==> src/include/dbg_bus_cfg.svh <==
`ifndef DBG_BUS_CFG_SVH
`define DBG_BUS_CFG_SVH

// Bus and shared register widths
`define DBG_ADDR_W      32
`define DBG_DATA_W      32
`define DBG_DREG_W      64     // Shared TAP data register
`define DBG_COUNT_W     16     // Burst length in words
`define DBG_BITCNT_W    6      // Counts up to 32 for the write CRC
`define DBG_CRC_W       32
`define DBG_CRC_POLY    32'hedb88320  // Reflected CRC-32 polynomial

// Command field positions in the data register
`define DBG_OP_W        4
`define DBG_OP_MSB      62
`define DBG_ADDR_MSB    58
`define DBG_COUNT_MSB   26
`define DBG_CLR_BIT     57     // Set in IREG_WR data to clear the error flag

// Opcode values
`define DBG_OP_BWRITE32 4'd3
`define DBG_OP_BREAD32  4'd7
`define DBG_OP_IREG_WR  4'd9

`endif

==> src/source/dbg_bus_pkg.sv <==
`include "dbg_bus_cfg.svh"

package dbg_bus_pkg;

  // Vector types with a fixed meaning
  typedef logic [`DBG_ADDR_W-1:0]   dbg_addr_t;    // Bus address
  typedef logic [`DBG_DATA_W-1:0]   dbg_data_t;    // Bus data word
  typedef logic [`DBG_DREG_W-1:0]   dbg_dreg_t;    // Shared TAP data register
  typedef logic [`DBG_COUNT_W-1:0]  dbg_count_t;   // Words left in burst
  typedef logic [`DBG_CRC_W-1:0]    dbg_crc_t;
  typedef logic [`DBG_BITCNT_W-1:0] dbg_bitcnt_t;  // Bit position in word
  typedef logic [`DBG_ADDR_W:0]     dbg_errreg_t;  // Address in 32..1, flag in bit 0

  // Command opcodes
  typedef enum logic [`DBG_OP_W-1:0] {
    OP_BWRITE32 = `DBG_OP_BWRITE32,
    OP_BREAD32  = `DBG_OP_BREAD32,
    OP_IREG_WR  = `DBG_OP_IREG_WR
  } dbg_opcode_e;

  // Burst control FSM
  typedef enum logic [3:0] {
    ST_IDLE    = 4'd0,
    ST_RBEGIN  = 4'd1,   // First read strobe
    ST_RREADY  = 4'd2,   // Wait for capture
    ST_RSTATUS = 4'd3,   // Ready bit out on TDO
    ST_RBURST  = 4'd4,
    ST_RCRC    = 4'd5,
    ST_WREADY  = 4'd6,
    ST_WWAIT   = 4'd7,   // Wait for start bit
    ST_WBURST  = 4'd8,
    ST_WCRC    = 4'd9,
    ST_WMATCH  = 4'd10
  } dbg_state_e;

  // TDO source select
  typedef enum logic [1:0] {
    TDO_RDY   = 2'd0,
    TDO_DATA  = 2'd1,
    TDO_MATCH = 2'd2,
    TDO_CRC   = 2'd3
  } dbg_tdo_sel_e;

endpackage

==> src/source/dbg_ctrl_if.sv <==
`timescale 1ns/1ps

interface dbg_ctrl_if import dbg_bus_pkg::*; ();

  // Control strobes, FSM to datapath
  logic         addr_ld;      // Load start address from command
  logic         addr_inc;     // Step address by one word
  logic         word_ld;      // Load word count from command
  logic         word_dec;
  logic         bit_clr;
  logic         bit_inc;
  logic         out_ld;       // Parallel load of output shift register
  logic         out_sel_bus;  // 1 = BIU read data, 0 = error register
  logic         out_shift;
  logic         err_chk;      // Sample ready/error into error flag
  logic         err_clr;      // Internal register write
  logic         crc_clr;
  logic         crc_en;
  logic         crc_in_tdi;   // CRC over TDI instead of read data
  logic         crc_shift;
  logic         strb;         // Same pulse as biu_strb_o
  dbg_tdo_sel_e tdo_sel;

  // Status flags, datapath to FSM
  logic         word_zero;
  logic         word_last;    // Count is 1
  logic         bit_max;      // Last bit of a word
  logic         bit_32;       // CRC fully shifted in
  logic         crc_match;

  modport fsm_mp (
    output addr_ld, addr_inc, word_ld, word_dec, bit_clr, bit_inc,
           out_ld, out_sel_bus, out_shift, err_chk, err_clr,
           crc_clr, crc_en, crc_in_tdi, crc_shift, strb, tdo_sel,
    input  word_zero, word_last, bit_max, bit_32, crc_match
  );

  modport dp_mp (
    input  addr_ld, addr_inc, word_ld, word_dec, bit_clr, bit_inc,
           out_ld, out_sel_bus, out_shift, err_chk, err_clr,
           crc_clr, crc_en, crc_in_tdi, crc_shift, strb, tdo_sel,
    output word_zero, word_last, bit_max, bit_32, crc_match
  );

endinterface

==> src/source/dbg_crc32.sv <==
`timescale 1ns/1ps
`include "dbg_bus_cfg.svh"

module dbg_crc32 import dbg_bus_pkg::*; (
  input  logic     dbg_clk,
  input  logic     dbg_rst,
  input  logic     data_i,    // Serial data, one bit per enable
  input  logic     enable_i,
  input  logic     shift_i,   // Shift value out through serial_o
  input  logic     clr_i,     // Back to all ones
  output dbg_crc_t crc_o,
  output logic     serial_o
);

  dbg_crc_t crc_q;
  logic     fb;              // Feedback bit

  assign fb = data_i ^ crc_q[0];

  ////////////////////////////////////////////////////////////////////////////
  // LSB-first CRC register
  ////////////////////////////////////////////////////////////////////////////

  always_ff @(posedge dbg_clk or posedge dbg_rst) begin
    if (dbg_rst) begin
      crc_q <= '1;
    end else if (clr_i) begin
      crc_q <= '1;
    end else if (enable_i) begin
      // Shift right, fold in polynomial on feedback
      crc_q <= (crc_q >> 1) ^ (fb ? dbg_crc_t'(`DBG_CRC_POLY) : '0);
    end else if (shift_i) begin
      crc_q <= crc_q >> 1;   // Zero fill from the top
    end
  end

  assign crc_o    = crc_q;
  assign serial_o = crc_q[0];  // Next bit to TDO

endmodule

==> src/source/dbg_burst_fsm.sv <==
`timescale 1ns/1ps
`include "dbg_bus_cfg.svh"

module dbg_burst_fsm import dbg_bus_pkg::*; (
  input  logic       dbg_clk,
  input  logic       dbg_rst,
  input  logic       capture_dr_i,
  input  logic       shift_dr_i,
  input  logic       update_dr_i,
  input  logic       module_select_i,
  input  logic       biu_rdy_i,
  input  dbg_dreg_t  data_register_i,
  output logic       biu_rw_o,
  output logic       biu_strb_o,
  output logic       biu_clr_err_o,
  output logic       inhibit_o,
  dbg_ctrl_if.fsm_mp ctrl
);

  dbg_state_e  state_q, state_d;
  dbg_opcode_e opcode;
  logic        module_cmd;   // MSB clear means command for this module
  logic        start_bit;    // First bit of a write burst, seen at MSB
  logic        cmd_go;       // Command update for this module
  logic        rd_go, wr_go;
  logic        rd_op_q;      // Latched read/write direction
  logic        rd_word_end;  // Read word finished, load the next one
  logic        strb;

  ////////////////////////////////////////////////////////////////////////////
  // Command decode
  ////////////////////////////////////////////////////////////////////////////

  assign module_cmd = ~data_register_i[`DBG_DREG_W-1];
  assign start_bit  = data_register_i[`DBG_DREG_W-1];
  assign opcode     = dbg_opcode_e'(data_register_i[`DBG_OP_MSB -: `DBG_OP_W]);
  assign cmd_go     = module_select_i & module_cmd & update_dr_i;
  assign rd_go      = cmd_go & (opcode == OP_BREAD32);
  assign wr_go      = cmd_go & (opcode == OP_BWRITE32);

  always_ff @(posedge dbg_clk or posedge dbg_rst) begin
    if (dbg_rst) begin
      rd_op_q <= 1'b0;
    end else if (rd_go | wr_go) begin
      rd_op_q <= rd_go;   // Held for the whole burst
    end
  end

  assign biu_rw_o = rd_op_q;

  ////////////////////////////////////////////////////////////////////////////
  // State register and next state
  ////////////////////////////////////////////////////////////////////////////

  always_ff @(posedge dbg_clk or posedge dbg_rst) begin
    if (dbg_rst) begin
      state_q <= ST_IDLE;
    end else begin
      state_q <= state_d;
    end
  end

  always_comb begin
    state_d = state_q;
    unique case (state_q)
      ST_IDLE: begin
        if (rd_go) begin
          state_d = ST_RBEGIN;
        end else if (wr_go) begin
          state_d = ST_WREADY;
        end
      end
      ST_RBEGIN:  state_d = ctrl.word_zero ? ST_IDLE : ST_RREADY;  // Zero-length burst
      ST_RREADY:  if (module_select_i & capture_dr_i) state_d = ST_RSTATUS;
      ST_RSTATUS: begin
        if (update_dr_i) begin
          state_d = ST_IDLE;          // Early exit
        end else if (biu_rdy_i) begin
          state_d = ST_RBURST;
        end
      end
      ST_RBURST: begin
        if (update_dr_i) begin
          state_d = ST_IDLE;
        end else if (ctrl.bit_max & ctrl.word_zero) begin
          state_d = ST_RCRC;
        end
      end
      ST_RCRC:    if (update_dr_i) state_d = ST_IDLE;  // Stays until update
      ST_WREADY: begin
        if (ctrl.word_zero) begin
          state_d = ST_IDLE;
        end else if (module_select_i & capture_dr_i) begin
          state_d = ST_WWAIT;
        end
      end
      ST_WWAIT: begin
        if (update_dr_i) begin
          state_d = ST_IDLE;
        end else if (module_select_i & start_bit) begin
          state_d = ST_WBURST;
        end
      end
      ST_WBURST: begin
        if (update_dr_i) begin
          state_d = ST_IDLE;
        end else if (ctrl.bit_max & ctrl.word_zero) begin
          state_d = ST_WCRC;
        end
      end
      ST_WCRC: begin
        if (update_dr_i) begin
          state_d = ST_IDLE;
        end else if (ctrl.bit_32) begin
          state_d = ST_WMATCH;
        end
      end
      ST_WMATCH:  if (update_dr_i) state_d = ST_IDLE;
      default:    state_d = ST_IDLE;
    endcase
  end

  ////////////////////////////////////////////////////////////////////////////
  // Control outputs
  ////////////////////////////////////////////////////////////////////////////

  assign rd_word_end = ((state_q == ST_RSTATUS) & ~update_dr_i & biu_rdy_i) |
                       ((state_q == ST_RBURST) & ctrl.bit_max);

  always_comb begin
    ctrl.addr_ld     = 1'b0;
    ctrl.addr_inc    = 1'b0;
    ctrl.word_ld     = 1'b0;
    ctrl.word_dec    = 1'b0;
    ctrl.bit_clr     = 1'b0;
    ctrl.bit_inc     = 1'b0;
    ctrl.out_ld      = 1'b0;
    ctrl.out_sel_bus = 1'b0;
    ctrl.out_shift   = 1'b0;
    ctrl.err_chk     = 1'b0;
    ctrl.err_clr     = 1'b0;
    ctrl.crc_clr     = 1'b0;
    ctrl.crc_en      = 1'b0;
    ctrl.crc_in_tdi  = 1'b0;
    ctrl.crc_shift   = 1'b0;
    ctrl.tdo_sel     = TDO_DATA;
    strb             = 1'b0;
    biu_clr_err_o    = 1'b0;
    inhibit_o        = 1'b0;

    unique case (state_q)
      ST_IDLE: begin
        ctrl.out_shift = module_select_i & shift_dr_i;     // Error register readout
        ctrl.out_ld    = module_select_i & capture_dr_i;
        ctrl.err_clr   = cmd_go & (opcode == OP_IREG_WR);
        if (rd_go | wr_go) begin                          // Same setup for both
          ctrl.addr_ld = 1'b1;
          ctrl.word_ld = 1'b1;
          ctrl.bit_clr = 1'b1;
          ctrl.crc_clr = 1'b1;
        end
      end
      ST_RBEGIN: begin
        strb          = ~ctrl.word_zero;
        ctrl.addr_inc = ~ctrl.word_zero;
      end
      ST_RSTATUS: begin
        ctrl.tdo_sel = TDO_RDY;
        inhibit_o    = 1'b1;
      end
      ST_RBURST: begin
        ctrl.out_shift = 1'b1;
        ctrl.bit_inc   = 1'b1;
        ctrl.crc_en    = 1'b1;      // CRC over bits leaving on TDO
        inhibit_o      = 1'b1;
      end
      ST_RCRC: begin
        ctrl.tdo_sel   = TDO_CRC;
        ctrl.crc_shift = 1'b1;
        inhibit_o      = 1'b1;
      end
      ST_WWAIT: begin
        inhibit_o = 1'b1;
        if (module_select_i & start_bit) begin
          biu_clr_err_o   = 1'b1;  // Drop stale error from last burst
          ctrl.bit_inc    = 1'b1;  // TDI already holds data bit 0
          ctrl.word_dec   = 1'b1;
          ctrl.crc_en     = 1'b1;
          ctrl.crc_in_tdi = 1'b1;
        end
      end
      ST_WBURST: begin
        ctrl.bit_inc    = 1'b1;
        ctrl.crc_en     = 1'b1;
        ctrl.crc_in_tdi = 1'b1;
        inhibit_o       = 1'b1;
        if (ctrl.bit_max) begin
          ctrl.err_chk  = 1'b1;    // Previous word must be done
          ctrl.bit_clr  = 1'b1;
          strb          = 1'b1;
          ctrl.addr_inc = 1'b1;
          ctrl.word_dec = 1'b1;
        end
      end
      ST_WCRC: begin
        ctrl.bit_inc = 1'b1;
        inhibit_o    = 1'b1;
        if (ctrl.bit_32) ctrl.tdo_sel = TDO_MATCH;  // Match bit read here
      end
      ST_WMATCH: begin
        ctrl.tdo_sel = TDO_MATCH;
        ctrl.err_chk = update_dr_i;  // Last write checked on the way out
        inhibit_o    = 1'b1;
      end
      default: ;
    endcase

    if (rd_word_end) begin
      ctrl.err_chk     = 1'b1;
      ctrl.out_ld      = 1'b1;
      ctrl.out_sel_bus = 1'b1;
      ctrl.bit_clr     = 1'b1;
      ctrl.word_dec    = 1'b1;
      if (~ctrl.word_last & ~ctrl.word_zero) begin  // Prefetch next word
        strb          = 1'b1;
        ctrl.addr_inc = 1'b1;
      end
    end
  end

  assign ctrl.strb  = strb;
  assign biu_strb_o = strb;

endmodule

==> src/source/dbg_bus_datapath.sv <==
`timescale 1ns/1ps
`include "dbg_bus_cfg.svh"

module dbg_bus_datapath import dbg_bus_pkg::*; (
  input  logic      dbg_clk,
  input  logic      dbg_rst,
  input  logic      dbg_tdi_i,
  output logic      dbg_tdo_o,
  input  dbg_dreg_t data_register_i,
  input  dbg_data_t biu_data_i,
  input  logic      biu_rdy_i,
  input  logic      biu_err_i,
  output dbg_addr_t biu_addr_o,
  output dbg_data_t biu_data_o,
  dbg_ctrl_if.dp_mp ctrl
);

  dbg_addr_t   addr_q;      // Address of next transfer
  dbg_count_t  word_q;      // Words left
  dbg_bitcnt_t bit_q;
  dbg_errreg_t out_q;       // Wide enough for the error register
  dbg_errreg_t err_q;
  dbg_addr_t   cmd_addr;
  dbg_count_t  cmd_count;
  dbg_crc_t    crc_val;
  logic        crc_din;
  logic        crc_ser;

  assign cmd_addr  = data_register_i[`DBG_ADDR_MSB -: `DBG_ADDR_W];
  assign cmd_count = data_register_i[`DBG_COUNT_MSB -: `DBG_COUNT_W];

  ////////////////////////////////////////////////////////////////////////////
  // Address, word and bit counters
  ////////////////////////////////////////////////////////////////////////////

  always_ff @(posedge dbg_clk or posedge dbg_rst) begin
    if (dbg_rst) begin
      addr_q <= '0;
      word_q <= '0;
      bit_q  <= '0;
    end else begin
      if (ctrl.addr_ld) begin
        addr_q <= cmd_addr;
      end else if (ctrl.addr_inc) begin
        addr_q <= addr_q + dbg_addr_t'(`DBG_DATA_W / 8);  // Always one word
      end
      if (ctrl.word_ld) begin
        word_q <= cmd_count;
      end else if (ctrl.word_dec) begin
        word_q <= word_q - 1'b1;
      end
      if (ctrl.bit_clr) begin
        bit_q <= '0;
      end else if (ctrl.bit_inc) begin
        bit_q <= bit_q + 1'b1;
      end
    end
  end

  assign ctrl.word_zero = (word_q == '0);
  assign ctrl.word_last = (word_q == dbg_count_t'(1));
  assign ctrl.bit_max   = (bit_q == dbg_bitcnt_t'(`DBG_DATA_W - 1));
  assign ctrl.bit_32    = (bit_q == dbg_bitcnt_t'(`DBG_CRC_W));

  ////////////////////////////////////////////////////////////////////////////
  // Error register and output shift register
  ////////////////////////////////////////////////////////////////////////////

  always_ff @(posedge dbg_clk or posedge dbg_rst) begin
    if (dbg_rst) begin
      err_q <= '0;
    end else if (ctrl.err_clr) begin
      if (data_register_i[`DBG_CLR_BIT]) err_q[0] <= 1'b0;
    end else if (!err_q[0]) begin          // Frozen once flagged
      if (ctrl.err_chk && (biu_err_i || !biu_rdy_i)) begin
        err_q[0] <= 1'b1;                  // Late or failed transfer
      end else if (ctrl.strb) begin
        err_q[`DBG_ADDR_W:1] <= addr_q;
      end
    end
  end

  always_ff @(posedge dbg_clk or posedge dbg_rst) begin
    if (dbg_rst) begin
      out_q <= '0;
    end else if (ctrl.out_ld) begin
      out_q <= ctrl.out_sel_bus ? {1'b0, biu_data_i} : err_q;
    end else if (ctrl.out_shift) begin
      out_q <= out_q >> 1;                 // LSB first
    end
  end

  ////////////////////////////////////////////////////////////////////////////
  // CRC and TDO
  ////////////////////////////////////////////////////////////////////////////

  assign crc_din = ctrl.crc_in_tdi ? dbg_tdi_i : out_q[0];  // Write or read data

  dbg_crc32 crc_i (
    .dbg_clk  (dbg_clk),
    .dbg_rst  (dbg_rst),
    .data_i   (crc_din),
    .enable_i (ctrl.crc_en),
    .shift_i  (ctrl.crc_shift),
    .clr_i    (ctrl.crc_clr),
    .crc_o    (crc_val),
    .serial_o (crc_ser)
  );

  // Host CRC sits in the upper half once shifted in
  assign ctrl.crc_match = (data_register_i[`DBG_DREG_W-1 -: `DBG_CRC_W] == crc_val);

  always_comb begin
    unique case (ctrl.tdo_sel)
      TDO_RDY:   dbg_tdo_o = biu_rdy_i;
      TDO_DATA:  dbg_tdo_o = out_q[0];
      TDO_MATCH: dbg_tdo_o = ctrl.crc_match;
      default:   dbg_tdo_o = crc_ser;
    endcase
  end

  // BIU side, latched by the BIU on strobe
  assign biu_addr_o = addr_q;
  assign biu_data_o = {dbg_tdi_i, data_register_i[`DBG_DREG_W-1 -: `DBG_DATA_W-1]};

endmodule

==> src/source/dbg_bus_core.sv <==
`timescale 1ns/1ps

module dbg_bus_core import dbg_bus_pkg::*; (
  input  logic      dbg_clk,
  input  logic      dbg_rst,
  input  logic      dbg_tdi_i,
  output logic      dbg_tdo_o,
  // TAP controller state
  input  logic      capture_dr_i,
  input  logic      shift_dr_i,
  input  logic      update_dr_i,
  input  logic      module_select_i,
  input  dbg_dreg_t data_register_i,   // Shared with other debug modules
  output logic      inhibit_o,
  // Bus interface unit
  input  dbg_data_t biu_data_i,
  input  logic      biu_rdy_i,
  input  logic      biu_err_i,
  output dbg_data_t biu_data_o,
  output dbg_addr_t biu_addr_o,
  output logic      biu_strb_o,
  output logic      biu_rw_o,
  output logic      biu_clr_err_o
);

  dbg_ctrl_if ctrl_bus ();   // FSM to datapath

  dbg_burst_fsm fsm_i (
    .dbg_clk         (dbg_clk),
    .dbg_rst         (dbg_rst),
    .capture_dr_i    (capture_dr_i),
    .shift_dr_i      (shift_dr_i),
    .update_dr_i     (update_dr_i),
    .module_select_i (module_select_i),
    .biu_rdy_i       (biu_rdy_i),
    .data_register_i (data_register_i),
    .biu_rw_o        (biu_rw_o),
    .biu_strb_o      (biu_strb_o),
    .biu_clr_err_o   (biu_clr_err_o),
    .inhibit_o       (inhibit_o),
    .ctrl            (ctrl_bus.fsm_mp)
  );

  dbg_bus_datapath dp_i (
    .dbg_clk         (dbg_clk),
    .dbg_rst         (dbg_rst),
    .dbg_tdi_i       (dbg_tdi_i),
    .dbg_tdo_o       (dbg_tdo_o),
    .data_register_i (data_register_i),
    .biu_data_i      (biu_data_i),
    .biu_rdy_i       (biu_rdy_i),
    .biu_err_i       (biu_err_i),
    .biu_addr_o      (biu_addr_o),
    .biu_data_o      (biu_data_o),
    .ctrl            (ctrl_bus.dp_mp)
  );

endmodule

==> config.mk <==
export PLATFORM = sky130hd
export DESIGN_NAME = dbg_bus_core
export DESIGN_NICKNAME = d
export VERILOG_FILES = /design/src/source/dbg_bus_pkg.sv /design/src/source/dbg_ctrl_if.sv /design/src/source/dbg_crc32.sv /design/src/source/dbg_burst_fsm.sv /design/src/source/dbg_bus_datapath.sv /design/src/source/dbg_bus_core.sv
export VERILOG_INCLUDE_DIRS = /design/src /design/src/include
export SDC_FILE = /design/constraint.sdc
export NUM_CORES = 1
export LEC_CHECK = 0
export BUFFER_PORTS_ARGS = -buffer_cell sky130_fd_sc_hd__buf_2
export CAP_MARGIN = 20
export CORE_ASPECT_RATIO = 2
export CORE_MARGIN = 5
export CORE_UTILIZATION = 45
export DETAILED_ROUTE_END_ITERATION = 12
export PLACE_DENSITY = 0.67
export SYNTH_ARGS = -nofsm -noshare
export SYNTH_HDL_FRONTEND = slang
export SYNTH_SLANG_ARGS = --single-unit
==> constraint.sdc <==
create_clock -name dbg_clk -period 4.2 [get_ports dbg_clk]
set_input_delay 0.42 -clock dbg_clk [delete_from_list [all_inputs] [get_ports dbg_clk]]
set_output_delay 0.42 -clock dbg_clk [all_outputs]
set_load 0.05 [all_outputs]
==> results.json, run 1 <==
{
  "htreeDepth": 4,
  "syn_area_per_cell_um2": 9.13,
  "numCtsBuffers": 17,
  "portBuffers": 162,
  "period_needed_ns": 3.68,
  "p_leak_nw": 4.52,
  "power_frac_comb_pct": 41.2,
  "crit_path_end_kind": "output port",
  "synth_area_um2": 8750,
  "drtPass1Iterations": 5,
  "wl_per_cell_um": 19.0,
  "path_cells": "inv_1 > ha_1 > or3b_2 > nor4_4 > nor4_1 > a211oi_4 > inv_2 > buf_4 > buf_2",
  "hold_path_class": "input pin to async pin",
  "fmax_mhz": 272,
  "slowest_stage": "or3b_2",
  "grt_start_max_net_pins": 158,
  "core_um2": 19300,
  "synthToLayoutAreaGrowth_pct": 16.0,
  "grtUsageTotal_pct": 23.1,
  "synth_cell_types": 61,
  "slowest_delay_ns": 0.54,
  "cp_max_fo": 29,
  "synth-edff-count": 0,
  "synthFlopType": "dfrtp_1",
  "cts_sinks": 157,
  "p_int_w": 0.00396,
  "cts_resized": 0,
  "clockPowerShare_pct": 20.9,
  "async_flop_share_pct": 100,
  "drive_above_1_share_pct": 28.3,
  "vias_per_cell": 5.68,
  "clkTransAtPathRegs_ns": 0.07,
  "finalSetupViolations": 0,
  "gp_congestion": 0.921,
  "antenna_cells": 0,
  "drc_errors": 0,
  "ir_drop_mv": 0.507,
  "grt.overflow.total": 0,
  "multiInputGateArea_um2": 4230,
  "slew_headroom_pct": 30.8,
  "finalMaxSlewViolations": 0,
  "netlist.area_leader.share_pct": 35.7,
  "drt-total-wl_mm": 25.5,
  "cap_violations": 0,
  "finalSetupTns_ns": 0,
  "clock_latency_ns": 0.43,
  "critical_path_required_ns": 3.78,
  "num_vias": 7631,
  "max_slew.worst_pin.slew_ns": 1.03,
  "num_io_pins": 174,
  "synth-seq-area-share_pct": 45.3,
  "p_total_w": 0.00716,
  "postSynthCellCount": 959,
  "rsz0062_at_grt": "false",
  "syn_nets": 1069,
  "num_rows": 72,
  "dpl.hpwl_mm": 18.6,
  "cts_tree": "yes",
  "final-hold-violation-count": 0,
  "drt_iter0_drc": 380,
  "critPathBufInv": 4,
  "cts_hold_buffers": 0,
  "status": "complete, no violations",
  "fin_worst_skew_ns": 0.0126,
  "antenna_found_initial": 0,
  "switching_share_pct": 44.6,
  "synth-seq-cells": 157,
  "seqPwrFrac_pct": 37.9,
  "start_util_pct": 45.4,
  "p_per_area_nw_per_um2": 705,
  "grt_pass1_wl_mm": 40.7,
  "whs_ns": 0.172,
  "critPathKind": "flop to output port",
  "postCtsSetupBuffers": 0,
  "yosys_warnings": 0,
  "dieWidth_um": 109,
  "synth_top_cell_by_area": "dfrtp_1",
  "ant_nets": 0,
  "ys_top_cells_by_area": "dfrtp_1 (36%), dfstp_2 (9.6%), nor2_1 (6.8%)",
  "power_switching_w": 0.00319,
  "first_global_vias": 7676,
  "cp_top_family": "simple AND/OR/NAND/NOR gates",
  "dieArea_um2": 22500,
  "cts_root_buf": "clkbuf_16",
  "post-route-period-util_pct": 87.6,
  "start_kind": "flop",
  "nFillCells": 1887,
  "seq_area_um2": 3970,
  "finalNetCount": 1181,
  "worstPathArrival_ns": 3.26,
  "fp.dieH_um": 207,
  "clockBufferDepth": 2
}
==> cell usage after synthesis (4+ instances only) <==
cell type	instances
nor2_1	159
dfrtp_1	125
nand2_1	73
a21oi_1	62
a31oi_1	46
mux2_2	40
a22oi_1	38
buf_4	38
clkbuf_1	38
xor2_1	36
o21ai_0	35
dfstp_2	32
inv_1	21
nor3_1	20
nand3_1	19
xnor2_1	16
nor4_1	14
nand4_1	12
or3_1	12
a211oi_1	9
mux2i_1	9
buf_2	8
nand2b_1	7
o32ai_1	7
and3_1	5
buf_1	5
ha_1	5
o21a_1	5
o31ai_1	5
or4_1	5
a311oi_1	4
and2_1	4
==> through the flow <==
stage	setup WS [ns]	utilization (%)	instance area, um^2	std cells
6_report	0.522	52.7	10200	1343
5_1_grt	0.352	52.7	10200	1343
4_1_cts	0.463	52.6	10100	1342
3_5_place_dp	0.893	49.7	9580	1310
3_3_place_gp	0.956	49.7	9580	1310
2_1_floorplan	1.31	-	8760	959
==> power groups by stage <==
stage / registers, W / clock network [W] / logic [W]
5_1_grt: 0.00279 / 0.00158 / 0.00325
6_report: 0.00271 / 0.00149 / 0.00295
3_3_place_gp: 0.00272 / 0 / 0.00290
3_5_place_dp: 0.00274 / 0 / 0.00295
4_1_cts: 0.00271 / 0.00153 / 0.00296
2_1_floorplan: 0.00294 / 0 / 0.00196
==> area by class of cell <==
class | instances | share of cell area [%]
tap | 259 | 3.19
timing repair buffer | 183 | 9.70
clock inverter | 12 | 0.949
clock buffer | 20 | 4.61
sequential | 157 | 39.1
inverter | 22 | 0.850
multi-input combinational | 690 | 41.6
==> worst paths after layout <==
kind | start | endpoint | slack (ns) | cells after the start
hold / removal | dbg_rst | dp_i.err_q[25] | 0.17 | 3
setup / recovery | dp_i.word_q[0] | biu_strb_o | 0.52 | 9
min in group dbg_clk | data_register_i[28] | dp_i.biu_addr_o[1] | 0.17 | 3
hold reg to reg | dp_i.err_q[32] | dp_i.out_q[32] | 0.49 | 2
setup reg to reg | dp_i.word_q[0] | dp_i.err_q[7] | 0.91 | 10
max in group asynchronous | dbg_rst | dp_i.word_q[15] | 3.25 | 3
==> worst reg2reg max path, cell delays in order, from the launching register on <==
cell and delay [ns]:
dfrtp_1 0.42, inv_1 0.10, ha_1 0.24, or3b_2 0.54
nor4_4 0.51, nor4_1 0.20, a211oi_4 0.24, inv_2 0.06
nand2_1 0.06, buf_4 0.38, mux2_2 0.42
==> cells in the final DEF, fill, tap and decap left out, types with 4 or more instances in the layout <==
cell | Yosys | final
nand4_1 | 12 | 12
a211oi_1 | 9 | 9
a311oi_1 | 4 | 4
or3_1 | 12 | 12
inv_6 | 0 | 4
nand2_1 | 73 | 72
mux2i_1 | 9 | 9
o21a_1 | 5 | 5
o21ai_0 | 35 | 34
and3_1 | 5 | 5
o32ai_1 | 7 | 7
clkbuf_16 | 0 | 18
mux2_2 | 40 | 40
nor4_1 | 14 | 14
nor2_1 | 159 | 158
xnor2_1 | 16 | 16
inv_1 | 21 | 20
nor3_1 | 20 | 20
buf_2 | 8 | 162
nand3_1 | 19 | 19
a21oi_1 | 62 | 62
dfstp_2 | 32 | 32
nand2b_1 | 7 | 7
ha_1 | 5 | 5
xor2_1 | 36 | 36
or4_1 | 5 | 5
dfrtp_1 | 125 | 125
a31oi_1 | 46 | 45
o31ai_1 | 5 | 5
a22oi_1 | 38 | 38
buf_4 | 38 | 19
==> cell families after synthesis <==
logic type,count (synthesis),synth area share [%]
AO/OA/AOI/OAI,239,17.9
flip-flops,157,45.3
buffers and inverters,112,6.63
XOR/XNOR,52,5.20
adder cells (fa/ha/maj),5,0.715
multiplexers,49,6.17
AND/OR/NAND/NOR,345,18.1
==> flip-flops by register name (all words and copies together) (netlist names) <==
| signal | flops |
|---|---|
| dp_i.err_q | 33 |
| dp_i.bit_q | 6 |
| fsm_i.state_q | 4 |
| dp_i.word_q | 16 |
| dp_i.biu_addr_o | 32 |
| dp_i.crc_i.crc_o | 32 |
| dp_i.out_q | 33 |
| fsm_i.biu_rw_o | 1 |
==> layer usage <==
layer,up-vias,GRT usage [%],routed length (um)
li1,3629,-,-
met1,3695,27.2,9650
met2,250,39.8,13400
met3,57,3.80,1260
met4,0,11.7,1240
met5,-,0,0
Power figures use the tool's default switching activity.
==> run 2: changes to the inputs <==
- CORE_UTILIZATION: 45 -> 30
- PLACE_DENSITY: 0.67 -> 0.46
- clock period: 4.2 -> 4.1 ns (I/O delays scaled with it)
==> results.json, run 2 (synthesis gave the netlist of run 1 again) <==
{
  "cts_sinks": 157,
  "nFillCells": 3001,
  "wl_per_cell_um": 20.0,
  "min-delay-start": "data_register_i[27]",
  "drc_errors": 0,
  "synthToLayoutAreaGrowth_pct": 17.4,
  "worstPathArrival_ns": 3.19,
  "dpl_cell_area_um2": 9700,
  "grtUsageTotal_pct": 17.7,
  "fp.dieH_um": 252,
  "ir_drop_mv": 0.319,
  "slew_headroom_pct": 30.0,
  "drtPass1Iterations": 5,
  "cp_max_fo": 29,
  "p_per_area_nw_per_um2": 723,
  "r2r_end": "dp_i.biu_addr_o[4]",
  "max_slew.worst_pin.slew_ns": 1.05,
  "first_global_vias": 7501,
  "start_kind": "flop",
  "dieWidth_um": 131,
  "final_common_cell": "buf_2",
  "dieArea_um2": 32900,
  "cts_root_buf": "clkbuf_16",
  "critical_path_required_ns": 3.69,
  "endpoint": "biu_strb_o",
  "clock_latency_ns": 0.44,
  "seq_area_um2": 3970,
  "cts_tree": "yes",
  "ant_nets": 0,
  "dpl.hpwl_mm": 21.2,
  "start_util_pct": 30.3,
  "finalSetupViolations": 0,
  "finalMaxSlewViolations": 0,
  "drive_above_1_share_pct": 27.6,
  "ff2ff_path_depth": 9,
  "rsz0062_at_grt": "false",
  "post-route-period-util_pct": 87.8,
  "antenna_cells": 0,
  "finalSetupTns_ns": 0,
  "layout_common_cells": "buf_2 (162), nor2_1 (158), dfrtp_1 (125)",
  "fin_worst_skew_ns": 0.00760,
  "p_leak_nw": 4.50,
  "numCtsBuffers": 17,
  "htreeDepth": 4,
  "antenna_found_initial": 1,
  "final_area_um2": 10300,
  "period_needed_ns": 3.60,
  "vias_per_cell": 5.17,
  "hold_path_class": "input pin to flop",
  "num_vias": 7452,
  "cap_violations": 0,
  "reg2reg_from": "dp_i.word_q[0]",
  "multiInputGateArea_um2": 4230,
  "clkTransAtPathRegs_ns": 0.06,
  "grt_start_max_net_pins": 157,
  "critPathKind": "flop to output port",
  "clockBufferDepth": 2,
  "r2r_setup_slack_ns": 0.84,
  "postCtsSetupBuffers": 0,
  "finalNetCount": 1178,
  "gp_congestion": 0.854,
  "startpoint": "dp_i.word_q[0]",
  "grt_pass1_wl_mm": 44.2,
  "portBuffers": 162,
  "crit_path_end_kind": "output port",
  "cts_resized": 0,
  "core_um2": 28800,
  "final-hold-violation-count": 0,
  "fmax_mhz": 278,
  "num_rows": 88,
  "num_io_pins": 174,
  "drt_iter0_drc": 368,
  "grt.overflow.total": 0,
  "status": "complete, no violations",
  "reg.largest.list": "dp_i.err_q: 33 flops, dp_i.out_q: 33 flops",
  "drt-total-wl_mm": 28.8
}
-- run 2: cell types whose count changed in the layout (fill, tap and decap cells not counted), sizes merged --
cell         change
bufinv           +2
buf              -4
inv              -7
dlygate4sd3      +1
clkbuf           +5
-- run 2: through the flow --
| step | total power, W | util, % | setup WS, ns | hold WS [ns] | instances |
|---|---|---|---|---|---|
| finish | 0.00742 | 35.6 | 0.502 | 0.163 | 1441 |
| global route | 0.00794 | 35.6 | 0.302 | 0.176 | 1441 |
| CTS | 0.00753 | 35.6 | 0.442 | 0.139 | 1441 |
| detailed placement | 0.00592 | 33.6 | 0.827 | 0.298 | 1408 |
| global placement | 0.00589 | 33.6 | 0.871 | 0.293 | 1408 |
| floorplan | 0.00502 | - | 1.21 | 0.444 | 959 |
-- run 2: layer usage --
layer / global-route usage [%] / up-vias / part of all wire (%)
met3: 3.81 / 26 / 4.2
met5: 0 / - / 0.024
li1: - / 3626 / -
met1: 19.5 / 3633 / 38
met2: 33.0 / 165 / 56
met4: 5.83 / 2 / 2.1
-- run 2: how the worst min path moves through the flow --
| stage | endpoint | slack [ns] | cells past startpoint |
|---|---|---|---|
| 2_1_floorplan | dp_i.out_q[32] | 0.44 | 2 |
| 3_3_place_gp | dp_i.out_q[26] | 0.29 | 2 |
| 3_5_place_dp | dp_i.out_q[26] | 0.30 | 2 |
| 4_1_cts | dp_i.biu_addr_o[0] | 0.14 | 3 |
| 5_1_grt | dp_i.biu_addr_o[1] | 0.18 | 3 |
| 6_report | dp_i.biu_addr_o[0] | 0.16 | 3 |
-- run 2: area by class of cell --
class | count | area share [%]
multi-input combinational | 690 | 41.2
sequential | 157 | 38.6
timing repair buffer | 180 | 9.48
clock buffer | 25 | 4.63
tap | 360 | 4.38
clock inverter | 7 | 0.877
inverter | 22 | 0.840
-- run 2: critical path, cell delays in order (launching register included) --
cell,delay (ns)
dfrtp_1,0.42
inv_1,0.12
ha_1,0.24
or3b_2,0.54
nor4_4,0.43
nor4_1,0.18
a211oi_4,0.23
inv_2,0.06
buf_4,0.25
buf_2,0.27
-- run 2: power by group --
group	internal (W)	leakage, nW	switching, W
clock network	0.000925	0.271	0.000640
registers	0.00217	1.88	0.000638
logic	0.00104	2.34	0.00201
-- run 2: what timing repair did --
action / in CTS / in global routing
hold buffers: 1 / 0
endpoints found under the setup margin: 0 / 0
endpoints found under the hold margin: 1 / 0
